[src/dma_pkg.sv]
package dma_pkg;

    // axi bus geometry
    localparam int addr_w     = 32;
    localparam int data_w     = 64;
    localparam int beat_bytes = data_w / 8;

    // video input pixel, rgb888
    localparam int pixel_w = 24;

    // one fixed-length incrementing burst
    localparam int burst_len   = 16;
    localparam int burst_bytes = burst_len * beat_bytes;

    // image size, small by default for simulation
    localparam int image_w = 16;
    localparam int image_h = 4;

    // one pixel per beat, so a buffer holds w*h beats
    localparam int frame_bytes = image_w * image_h * beat_bytes;

    // triple buffering
    localparam int buff_num = 3;

    // pixel fifo, a few bursts deep
    localparam int fifo_depth = 64;

    typedef logic [data_w-1:0] beat_t;
    typedef logic [addr_w-1:0] addr_t;

    // buffer slot index, 0 .. buff_num-1
    typedef logic [1:0] slot_t;

    // counts 0 .. burst_len
    typedef logic [$clog2(burst_len+1)-1:0] beat_cnt_t;

    // occupancy 0 .. fifo_depth, inclusive
    typedef logic [$clog2(fifo_depth+1)-1:0] level_t;

endpackage

[src/burst_ctrl.sv]
module burst_ctrl #(
    parameter dma_pkg::addr_t wr_base_addr = 32'h0200_0000
) (
    input  logic            M_AXI_ACLK,
    input  logic            M_AXI_ARESETN,
    input  dma_pkg::level_t level,
    input  logic            wr_enable,
    input  logic            base_load,
    input  dma_pkg::addr_t  frame_base,
    input  logic            burst_end,
    input  logic            awready,
    output logic            awvalid,
    output dma_pkg::addr_t  awaddr,
    output logic            wr_req,
    output logic            wr_burst_now
);

    import dma_pkg::*;

    logic start;
    logic aw_hs;

    // enough pixels queued for a whole burst
    assign wr_req = (level >= level_t'(burst_len));

    // grant only counts while idle
    assign start = wr_req && wr_enable && !wr_burst_now;
    assign aw_hs = awvalid && awready;

    // busy from grant until the last beat is accepted
    always_ff @(posedge M_AXI_ACLK) begin
        if (!M_AXI_ARESETN) begin
            wr_burst_now <= 1'b0;
        end else if (burst_end) begin
            wr_burst_now <= 1'b0;
        end else if (start) begin
            wr_burst_now <= 1'b1;
        end
    end

    // one address per burst, held through awready stalls
    always_ff @(posedge M_AXI_ACLK) begin
        if (!M_AXI_ARESETN) begin
            awvalid <= 1'b0;
        end else if (aw_hs) begin
            awvalid <= 1'b0;
        end else if (start) begin
            awvalid <= 1'b1;
        end
    end

    // running address
    // reset lands in buffer 0, new frame reloads the slot base
    always_ff @(posedge M_AXI_ACLK) begin
        if (!M_AXI_ARESETN) begin
            awaddr <= wr_base_addr;
        end else if (base_load) begin
            awaddr <= wr_base_addr + frame_base;
        end else if (aw_hs) begin
            awaddr <= awaddr + addr_t'(burst_bytes);
        end
    end

endmodule

[src/dma_frame_writer.sv]
module dma_frame_writer #(
    parameter dma_pkg::addr_t wr_base_addr = 32'h0200_0000
) (
    input  logic                             M_AXI_ACLK,
    input  logic                             M_AXI_ARESETN,

    // aw channel
    output dma_pkg::addr_t                   m_axi_awaddr,
    output logic [7:0]                       m_axi_awlen,
    output logic [2:0]                       m_axi_awsize,
    output logic [1:0]                       m_axi_awburst,
    output logic                             m_axi_awvalid,
    input  logic                             m_axi_awready,

    // w channel
    output dma_pkg::beat_t                   m_axi_wdata,
    output logic [dma_pkg::beat_bytes-1:0]   m_axi_wstrb,
    output logic                             m_axi_wlast,
    output logic                             m_axi_wvalid,
    input  logic                             m_axi_wready,

    // b channel, response not checked
    input  logic [1:0]                       m_axi_bresp,
    input  logic                             m_axi_bvalid,
    output logic                             m_axi_bready,

    // video in
    input  logic                             pre_vs,
    input  logic                             pre_de,
    input  logic [dma_pkg::pixel_w-1:0]      pre_data,

    // arbiter side
    output logic                             wr_req,
    input  logic                             wr_enable,
    output logic                             wr_burst_now,
    output logic                             wr_burst_end
);

    import dma_pkg::*;

    logic   vs_rise;
    logic   base_load;
    addr_t  frame_base;
    beat_t  pixel_beat;
    logic   fifo_pop;
    level_t fifo_level;

    // fixed burst attributes
    assign m_axi_awlen   = 8'(burst_len - 1);
    assign m_axi_awsize  = 3'($clog2(beat_bytes));
    // incr
    assign m_axi_awburst = 2'b01;
    assign m_axi_wstrb   = '1;

    // pixel padded with zeros up to a full beat
    assign pixel_beat = {{(data_w - pixel_w){1'b0}}, pre_data};

    // write responses always accepted once out of reset
    always_ff @(posedge M_AXI_ACLK) begin
        if (!M_AXI_ARESETN) begin
            m_axi_bready <= 1'b0;
        end else begin
            m_axi_bready <= 1'b1;
        end
    end

    frame_sync u_frame_sync (
        .M_AXI_ACLK    (M_AXI_ACLK),
        .M_AXI_ARESETN (M_AXI_ARESETN),
        .pre_vs        (pre_vs),
        .vs_rise       (vs_rise),
        .base_load     (base_load),
        .frame_base    (frame_base)
    );

    // fifo head feeds wdata directly
    pixel_fifo #(
        .depth (fifo_depth)
    ) u_pixel_fifo (
        .M_AXI_ACLK    (M_AXI_ACLK),
        .M_AXI_ARESETN (M_AXI_ARESETN),
        .flush         (vs_rise),
        .push          (pre_de),
        .push_data     (pixel_beat),
        .pop           (fifo_pop),
        .head          (m_axi_wdata),
        .level         (fifo_level)
    );

    burst_ctrl #(
        .wr_base_addr (wr_base_addr)
    ) u_burst_ctrl (
        .M_AXI_ACLK    (M_AXI_ACLK),
        .M_AXI_ARESETN (M_AXI_ARESETN),
        .level         (fifo_level),
        .wr_enable     (wr_enable),
        .base_load     (base_load),
        .frame_base    (frame_base),
        .burst_end     (wr_burst_end),
        .awready       (m_axi_awready),
        .awvalid       (m_axi_awvalid),
        .awaddr        (m_axi_awaddr),
        .wr_req        (wr_req),
        .wr_burst_now  (wr_burst_now)
    );

    wdata_beat u_wdata_beat (
        .M_AXI_ACLK    (M_AXI_ACLK),
        .M_AXI_ARESETN (M_AXI_ARESETN),
        .awvalid       (m_axi_awvalid),
        .awready       (m_axi_awready),
        .wready        (m_axi_wready),
        .wvalid        (m_axi_wvalid),
        .wlast         (m_axi_wlast),
        .pop           (fifo_pop),
        .burst_end     (wr_burst_end)
    );

endmodule

[src/frame_sync.sv]
module frame_sync (
    input  logic           M_AXI_ACLK,
    input  logic           M_AXI_ARESETN,
    input  logic           pre_vs,
    output logic           vs_rise,
    output logic           base_load,
    output dma_pkg::addr_t frame_base
);

    import dma_pkg::*;

    // vsync one cycle late, for edge detection
    logic  vs_d;
    logic  vs_fall;
    slot_t slot;
    slot_t slot_next;

    always_ff @(posedge M_AXI_ACLK) begin
        if (!M_AXI_ARESETN) begin
            vs_d <= 1'b0;
        end else begin
            vs_d <= pre_vs;
        end
    end

    // frame start, used to flush the pixel fifo
    assign vs_rise = pre_vs && !vs_d;
    // frame end, moves on to the next buffer
    assign vs_fall = !pre_vs && vs_d;

    // wrap after the last buffer
    always_comb begin
        if (slot == slot_t'(buff_num - 1)) begin
            slot_next = '0;
        end else begin
            slot_next = slot + 1'b1;
        end
    end

    // slot and its base offset move together
    always_ff @(posedge M_AXI_ACLK) begin
        if (!M_AXI_ARESETN) begin
            slot       <= '0;
            frame_base <= '0;
        end else if (vs_fall) begin
            slot       <= slot_next;
            frame_base <= addr_t'(slot_next) * addr_t'(frame_bytes);
        end
    end

    // load strobe trails the edge by one cycle
    // so frame_base has already settled
    always_ff @(posedge M_AXI_ACLK) begin
        if (!M_AXI_ARESETN) begin
            base_load <= 1'b0;
        end else begin
            base_load <= vs_fall;
        end
    end

endmodule

[src/pixel_fifo.sv]
module pixel_fifo #(
    parameter int depth = dma_pkg::fifo_depth
) (
    input  logic            M_AXI_ACLK,
    input  logic            M_AXI_ARESETN,
    input  logic            flush,
    input  logic            push,
    input  dma_pkg::beat_t  push_data,
    input  logic            pop,
    output dma_pkg::beat_t  head,
    output dma_pkg::level_t level
);

    import dma_pkg::*;

    localparam int ptr_w = (depth > 1) ? $clog2(depth) : 1;

    // storage
    beat_t            mem [depth];
    logic [ptr_w-1:0] wr_ptr;
    logic [ptr_w-1:0] rd_ptr;
    logic             full;
    logic             empty;
    logic             push_ok;
    logic             pop_ok;

    assign full    = (level == level_t'(depth));
    assign empty   = (level == '0);
    // a push into a full fifo is lost
    // flush wins over both sides
    assign push_ok = push && !full && !flush;
    assign pop_ok  = pop && !empty && !flush;

    // first word fall through
    // head is valid while not empty
    assign head = empty ? '0 : mem[rd_ptr];

    always_ff @(posedge M_AXI_ACLK) begin
        if (push_ok) begin
            mem[wr_ptr] <= push_data;
        end
    end

    // pointers wrap explicitly since depth need not be a power of two
    always_ff @(posedge M_AXI_ACLK) begin
        if (!M_AXI_ARESETN || flush) begin
            wr_ptr <= '0;
            rd_ptr <= '0;
            level  <= '0;
        end else begin
            if (push_ok) begin
                wr_ptr <= (wr_ptr == ptr_w'(depth - 1)) ? '0 : wr_ptr + 1'b1;
            end
            if (pop_ok) begin
                rd_ptr <= (rd_ptr == ptr_w'(depth - 1)) ? '0 : rd_ptr + 1'b1;
            end
            // count only moves when one side acts alone
            if (push_ok && !pop_ok) begin
                level <= level + 1'b1;
            end else if (pop_ok && !push_ok) begin
                level <= level - 1'b1;
            end
        end
    end

endmodule

[src/wdata_beat.sv]
module wdata_beat (
    input  logic M_AXI_ACLK,
    input  logic M_AXI_ARESETN,
    input  logic awvalid,
    input  logic awready,
    input  logic wready,
    output logic wvalid,
    output logic wlast,
    output logic pop,
    output logic burst_end
);

    import dma_pkg::*;

    beat_cnt_t beat_cnt;
    logic      aw_hs;
    logic      w_hs;
    logic      on_last;

    assign aw_hs   = awvalid && awready;
    assign w_hs    = wvalid && wready;
    assign on_last = (beat_cnt == beat_cnt_t'(burst_len - 1));

    // last flag tracks the counter, no extra state
    assign wlast = wvalid && on_last;

    // every accepted beat takes one word off the fifo
    assign pop = w_hs;

    // strobe on the final handshake
    assign burst_end = w_hs && on_last;

    // data phase opens after the address is taken
    always_ff @(posedge M_AXI_ACLK) begin
        if (!M_AXI_ARESETN) begin
            wvalid <= 1'b0;
        end else if (burst_end) begin
            wvalid <= 1'b0;
        end else if (aw_hs) begin
            wvalid <= 1'b1;
        end
    end

    // beat index within the burst
    always_ff @(posedge M_AXI_ACLK) begin
        if (!M_AXI_ARESETN) begin
            beat_cnt <= '0;
        end else if (burst_end) begin
            beat_cnt <= '0;
        end else if (w_hs) begin
            beat_cnt <= beat_cnt + 1'b1;
        end
    end

endmodule
[config.mk]
export PLATFORM = sky130hd
export DESIGN_NAME = dma_frame_writer
export DESIGN_NICKNAME = d
export VERILOG_FILES = /design/src/dma_pkg.sv /design/src/burst_ctrl.sv /design/src/dma_frame_writer.sv /design/src/frame_sync.sv /design/src/pixel_fifo.sv /design/src/wdata_beat.sv
export SDC_FILE = /design/constraint.sdc
export NUM_CORES = 1
export LEC_CHECK = 0
export BUFFER_PORTS_ARGS = -buffer_cell sky130_fd_sc_hd__buf_4
export CAP_MARGIN = 0
export CORE_UTILIZATION = 62
export CTS_CLUSTER_DIAMETER = 200
export DETAILED_ROUTE_END_ITERATION = 12
export PLACE_DENSITY_LB_ADDON = 0.12
export SYNTH_ARGS = -nofsm -noshare
export SYNTH_HDL_FRONTEND = slang
export SYNTH_SLANG_ARGS = --single-unit
[constraint.sdc]
create_clock -name M_AXI_ACLK -period 3.7 [get_ports M_AXI_ACLK]
set_input_delay 0.74 -clock M_AXI_ACLK [delete_from_list [all_inputs] [get_ports M_AXI_ACLK]]
set_output_delay 0.74 -clock M_AXI_ACLK [all_outputs]
set_load 0.05 [all_outputs]
==> results.py, run 1 <==
metrics = {
    "outcome": {
        "status": "finished with violations",
        "violations": "negative setup slack",
    },
    "placed_design": {
        "port_buffers": 86,
        "hpwl_mm": 94.2,
        "placed_area_um2": 66300,
        "numPlacedInstances": 4430,
        "place.gp.congestion": 0.898,
    },
    "worst_hold_path": {
        "worstHoldStart": "M_AXI_ARESETN",
        "hold_path.class": "in -> reg",
        "whs_path_depth": 1,
        "hold_path_end": "m_axi_bready",
    },
    "clock_network": {
        "cts_buffers": 159,
        "root_buffer": "clkbuf_16",
        "cts_tree": "yes",
        "cts_htree_levels": 4,
        "clk_latency_ns": 0.77,
        "cts.sinks": 1599,
        "clock_path_buffers": 3,
        "clk_pin_slew_ns": 0.06,
    },
    "critical_path": {
        "r2r_cells": 13,
        "path_common_cell": "buf_12",
        "cp.buffers_inverters": 5,
        "cp.arrival_ns": 3.30,
        "required_ns": 2.96,
        "r2r_end": "u_pixel_fifo.level[6]",
        "regToRegStartpoint": "u_pixel_fifo.level[2]",
        "crit_type": "reg -> out",
        "r2r_slack_ns": 0.43,
        "cp_max_fo": 12,
        "critPathTopFamily": "compound AO/OA/AOI/OAI gates",
        "crit_path_start_kind": "flip-flop",
        "path_cells": "buf_12 > buf_12 > buf_16 > buf_4 > mux4_2 > o22ai_2 > a22o_1 > o41ai_4 > buf_6",
        "critPathMaxStageDelay_ns": 0.57,
        "end_kind": "primary output",
        "slowest_stage": "o41ai_4",
    },
    "layout": {
        "final_cell_mix": "1536 x edfxtp_1, 369 x mux4_2, 255 x buf_4, 170 x clkbuf_16, 85 x mux2i_1",
        "area_delta_synth_final_pct": 20.1,
        "fin_nets": 3462,
        "finalInstanceArea_um2": 74700,
        "drive_gt1_frac": 0.367,
        "diodes": 0,
        "instances_no_fill": 4834,
        "final_common_cell": "edfxtp_1",
    },
    "logic_synthesis": {
        "async_reset_ff_frac": 0,
        "ys_ff_latch": 1599,
        "synth_edf_count": 1536,
        "synth_area_um2": 62200,
        "synth_area_per_cell_um2": 20.9,
        "synthCells": 2977,
        "synthFlopType": "edfxtp_1",
        "ys.warnings.count": 0,
        "ys_seq_area_frac": 0.761,
        "yosysUniqueCellTypes": 70,
    },
    "floorplan": {
        "pin_count": 158,
        "die_area_um2": 102000,
        "row_count": 115,
        "coreArea_um2": 98900,
        "fp.dieH_um": 319,
        "initial_core_util": 0.630,
        "die_w_um": 319,
    },
    "global_routing": {
        "track_usage": 0.339,
        "grt_first_pass_wirelength_mm": 239,
        "grt-ovfl-total": 0,
        "grt_antenna_before_repair": 4,
        "grt_pass1_vias": 32888,
        "grt_max_degree": 65,
    },
    "route": {
        "antenna_left": 0,
        "routed_wl_mm": 172,
        "drt_iter0_markers": 4516,
        "drt_first_pass_iters": 6,
        "viasPerCell": 6.89,
        "vias": 33299,
        "avgRoutedWirePerCell_um": 35.6,
        "detail_route.drc_violations": 0,
    },
    "timing": {
        "period_needed_ns": 4.04,
        "rsz0062_at_grt": "true",
        "tns_ns": -5.80,
        "tightest_slew_ns": 0.917,
        "period_share": 1.09,
        "max-slew-margin-rel": 0.389,
        "finalHoldViolations": 0,
        "fmax_mhz": 247,
        "setup_viol": 24,
        "clock_skew_ns": 0.0344,
        "drv_slew": 0,
        "finalWorstSetupSlack_ns": -0.342,
    },
    "run": {
        "maxCapViolations": 0,
    },
    "pwr": {
        "powerDensity_nw_per_um2": 504,
        "power_mw": 37.7,
        "p_leak_nw": 23.4,
        "vdd_drop_max_v": 0.000535,
    },
}
==> final cells by class <==
type                            instances  area, um2
Fill cell                            5181      24100
Clock inverter                         97       1010
Clock buffer                          195       4220
Timing Repair Buffer                  435       5370
Inverter                               13       48.8
Sequential cell                      1599      47400
Tap cell                             1287       1610
Multi-Input combinational cell       1208      15100
==> worst reg2reg max path, stage by stage (launching register included) <==
cell,delay [ns]
dfxtp_1,0.35
nor4_4,0.51
nand2_1,0.17
and3_1,0.25
inv_2,0.12
ha_1,0.20
inv_1,0.16
fa_1,0.44
a21oi_1,0.14
o21bai_1,0.12
a211o_1,0.32
o211ai_1,0.13
xnor2_1,0.16
nor2_1,0.05
==> how the worst max path moves through the flow <==
stage / startpoint / to / slack [ns] / depth (start not counted)
after floorplan: flip-flop / m_axi_wdata[5] / 0.43 / 7
after global placement: flip-flop / m_axi_wdata[3] / 0.10 / 7
after detailed placement: flip-flop / m_axi_wdata[20] / 0.10 / 9
after CTS: flip-flop / m_axi_wdata[3] / -0.32 / 12
after global routing: flip-flop / m_axi_wdata[19] / -0.34 / 8
final: flip-flop / m_axi_wdata[12] / -0.34 / 9
==> per-stage QoR <==
step,hold slack [ns],util,setup WS (ns)
detailed placement,0.495,0.671,0.103
finish,0.178,0.756,-0.342
global route,0.155,0.756,-0.339
floorplan,0.471,-,0.428
CTS,0.129,0.746,-0.323
global placement,0.479,0.671,0.102
==> cells in the mapped netlist, types with 6 or more instances <==
library cell  count  area, um2
buf_4           110        826
o21ai_1          22        110
a21oi_1          46        230
o21ai_0          29        145
nand2_1          73        274
nand3_1          27        135
clkbuf_1         40        150
dfxtp_1          63       1260
o2111ai_1         9       78.8
nand3b_1          7       52.6
o22ai_1          35        219
o211ai_1          8       60.1
nand2b_1          9       56.3
ha_1             11        138
a211oi_1         24        180
nor2_1          153        574
nor2b_1          11       68.8
nand4_1           6       37.5
nor3_1            8       40.0
a22oi_1          22        165
buf_6            13        146
and2_1            6       37.5
mux2_2           11        124
xnor2_1          14        123
buf_2            52        260
inv_1            11       41.3
o221ai_1         11       96.3
and3_1            8       50.1
edfxtp_1       1536      46100
xor2_1           21        184
buf_1             8       30.0
mux2i_1         122       1220
mux4_2          369       8310
a22o_1            8       70.1
==> metal layers <==
metal	GRT usage	up-vias	routed length (um)
met3	0.0761	419	18600
met4	0.165	4	8850
met2	0.536	2445	83800
met5	0	-	27
li1	-	13092	-
met1	0.453	17339	60700
==> sequential cells by signal, summed over array words and instances, names as in the netlist, named ones only <==
name and flops:
u_pixel_fifo.level 7, u_wdata_beat.beat_cnt 5, u_frame_sync.vs_d 1, u_wdata_beat.wvalid 1, u_pixel_fifo.wr_ptr 6, m_axi_bready 1, u_burst_ctrl.awaddr 25, u_pixel_fifo.rd_ptr 6
u_pixel_fifo.mem 1536, u_frame_sync.slot 2, u_frame_sync.base_load 1, u_burst_ctrl.wr_burst_now 1, u_burst_ctrl.awvalid 1
==> power breakdown <==
group / switching, mW / internal, mW / total (mW)
registers: 0.0260 / 19.9 / 19.9
logic: 1.20 / 0.437 / 1.63
clock network: 6.77 / 9.40 / 16.2
total: 7.99 / 29.7 / 37.7
==> logic make-up (layout without fill, tap and decap cells) <==
group           count (synthesis)  count (layout)  synth area share
buf+inv                       236             740            0.0235
other cells                     2              68          0.000121
simple gates                  333             333            0.0245
compound gates                258             258            0.0278
mux                           502             502             0.155
flops                        1599            1599             0.761
xor+xnor                       35              35           0.00493
fa+ha+maj                      12              12           0.00253
==> timing repair <==
item                       CTS  global route
resized for setup          239           126
pin swaps                   31            31
hold buffers                 0             0
cloned                      16             7
setup buffers               60            39
setup endpoints to repair   24            25
No activity file was read; power rests on OpenSTA's default activity.
==> inputs of run 2 (changes only) <==
--- a/config.mk
+++ b/config.mk
@@ -7,6 +7,7 @@
 export LEC_CHECK = 0
 export BUFFER_PORTS_ARGS = -buffer_cell sky130_fd_sc_hd__buf_4
 export CAP_MARGIN = 0
+export CORE_ASPECT_RATIO = 0.6
 export CORE_UTILIZATION = 62
 export CTS_CLUSTER_DIAMETER = 200
 export DETAILED_ROUTE_END_ITERATION = 12
==> run 2 against run 1 <==
Compared with the run above:
- the run still ends with negative setup slack left
- critical endpoint is now m_axi_wdata[20]
- clock power fell by 9.9%
- via count rose by 0.23%
- largest cell class unchanged
- sequential power barely moved
- worst setup slack got worse by 0.052 ns
- maximum frequency fell by 1.3%
- sequential share of layout area rose by 0.72 points
- die area barely moved
- global-route usage barely moved
- power fell by 4.4%
- wire length fell by 1.3%
- final area fell by 1.1%
- critical path type unchanged
==> results.py, run 2 (synthesized netlist as in run 1, its figures left out) <==
metrics = {
    "clock_network": {
        "clk_pin_slew_ns": 0.07,
        "cts_htree_levels": 4,
        "clk_latency_ns": 0.78,
        "cts_hold_buffers": 0,
        "cts_tree": "yes",
        "cts_buffers": 140,
        "root_buffer": "clkbuf_16",
        "cts.sinks": 1599,
        "clock_path_buffers": 3,
    },
    "global_routing": {
        "track_usage": 0.339,
        "grt_first_pass_wirelength_mm": 236,
        "grt_antenna_before_repair": 1,
        "grt_max_degree": 65,
        "grt_pass1_vias": 31788,
        "grt-ovfl-total": 0,
    },
    "critical_path": {
        "end_kind": "primary output",
        "critPathMaxStageDelay_ns": 0.68,
        "slowest_stage": "a211oi_2",
        "required_ns": 2.96,
        "crit_type": "reg -> out",
        "crit_path_start_kind": "flip-flop",
        "path_cells": "buf_12 > buf_4 > mux4_2 > nor2b_1 > a211oi_2 > o41ai_4 > buf_6",
        "cp_max_fo": 8,
        "cp.arrival_ns": 3.35,
    },
    "timing": {
        "setup_viol": 24,
        "tightest_slew_ns": 1.28,
        "rsz0062_at_grt": "true",
        "tns_ns": -6.45,
        "clock_skew_ns": 0.0191,
        "drv_slew": 0,
        "finalHoldViolations": 0,
        "period_share": 1.11,
        "period_needed_ns": 4.09,
        "max-slew-margin-rel": 0.144,
        "finalWorstSetupSlack_ns": -0.394,
        "fmax_mhz": 244,
    },
    "route": {
        "detail_route.drc_violations": 0,
        "drt_first_pass_iters": 6,
        "avgRoutedWirePerCell_um": 34.8,
        "antenna_left": 0,
        "vias": 33375,
        "routed_wl_mm": 170,
        "drt_iter0_markers": 5725,
        "viasPerCell": 6.84,
    },
    "floorplan": {
        "coreArea_um2": 98900,
        "pin_count": 158,
        "die_w_um": 411,
        "fp.dieH_um": 247,
        "row_count": 89,
        "die_area_um2": 102000,
        "initial_core_util": 0.629,
    },
    "outcome": {
        "status": "finished with violations",
        "violations": "negative setup slack",
    },
    "placed_design": {
        "hpwl_mm": 99.6,
        "place.gp.congestion": 0.889,
        "port_buffers": 86,
    },
    "layout": {
        "regMostFlops": "u_pixel_fifo.mem",
        "final_common_cell": "edfxtp_1",
        "fin_nets": 3492,
        "area_delta_synth_final_pct": 18.7,
        "top_regs": "u_pixel_fifo.mem (1536), u_burst_ctrl.awaddr (25), u_pixel_fifo.level (7)",
        "drive_gt1_frac": 0.357,
        "final_cell_mix": "1536 x edfxtp_1, 369 x mux4_2, 309 x buf_4, 150 x clkbuf_16, 104 x mux2i_1",
        "largest_register_ff_count": 1536,
        "utilization": 0.747,
    },
    "pwr": {
        "powerDensity_nw_per_um2": 488,
        "vdd_drop_max_v": 0.000509,
        "p_leak_nw": 23.2,
    },
    "run": {
        "maxCapViolations": 0,
    },
    "worst_hold_path": {
        "hold_path.class": "in -> reg",
    },
}
==> run 2: layout make-up <==
type	count	area [um2]
antenna	1	2.50
clock buffer	179	3850
clock inverter	77	637
fill	5365	25000
inverter	13	48.8
multi-input combinational	1208	14800
sequential	1599	47400
tap	1319	1650
timing repair buffer	484	5500
==> run 2: worst paths after layout <==
check	depth (start not counted)	slack, ns	end	startpoint
min reg2reg	2	0.50	u_burst_ctrl.awaddr[8]	u_burst_ctrl.awaddr[8]
min	1	0.12	m_axi_bready	M_AXI_ARESETN
max reg2reg	13	0.45	u_pixel_fifo.level[6]	u_pixel_fifo.level[2]
max	7	-0.39	m_axi_wdata[20]	flip-flop
==> run 2: critical path: cells and delay by family (launching register included) <==
family,cells,cell delay (ns)
compound gates,2,0.93
simple gates,1,0.15
buf+inv,3,0.49
flops,1,0.50
mux,1,0.49
==> run 2: repair_timing <==
action / CTS / global route
pin swaps: 33 / 26
setup buffers: 53 / 45
cloned: 13 / 2
gates resized for setup: 253 / 69
setup endpoints to repair: 24 / 24
hold endpoints to repair: 0 / 0
==> run 2: stage by stage <==
stage | std cells | hold slack (ns) | power [mW] | setup slack (ns) | area [um2]
floorplan | 3043 | 0.471 | 21.0 | 0.428 | 62500
global placement | 4518 | 0.479 | 21.6 | 0.0754 | 66600
detailed placement | 4518 | 0.499 | 21.7 | 0.0745 | 66600
CTS | 4834 | 0.0887 | 36.0 | -0.385 | 73200
global route | 4879 | 0.107 | 36.8 | -0.395 | 73900
finish | 4880 | 0.120 | 36.0 | -0.394 | 73900
==> run 2: routing by layer <==
metal	vias up	routed length [um]	track usage
met4	0	4010	0.0959
met3	227	24600	0.106
met5	-	0	0
li1	13141	-	-
met2	2532	74300	0.478
met1	17475	66800	0.516
==> run 2: power breakdown <==
group	total (mW)	leakage, nW	switching (mW)	internal (mW)
Sequential	19.9	14.3	0.0261	19.9
Combinational	1.60	6.66	1.17	0.431
Clock	14.6	2.20	6.49	8.07
Total	36.0	23.2	7.69	28.4
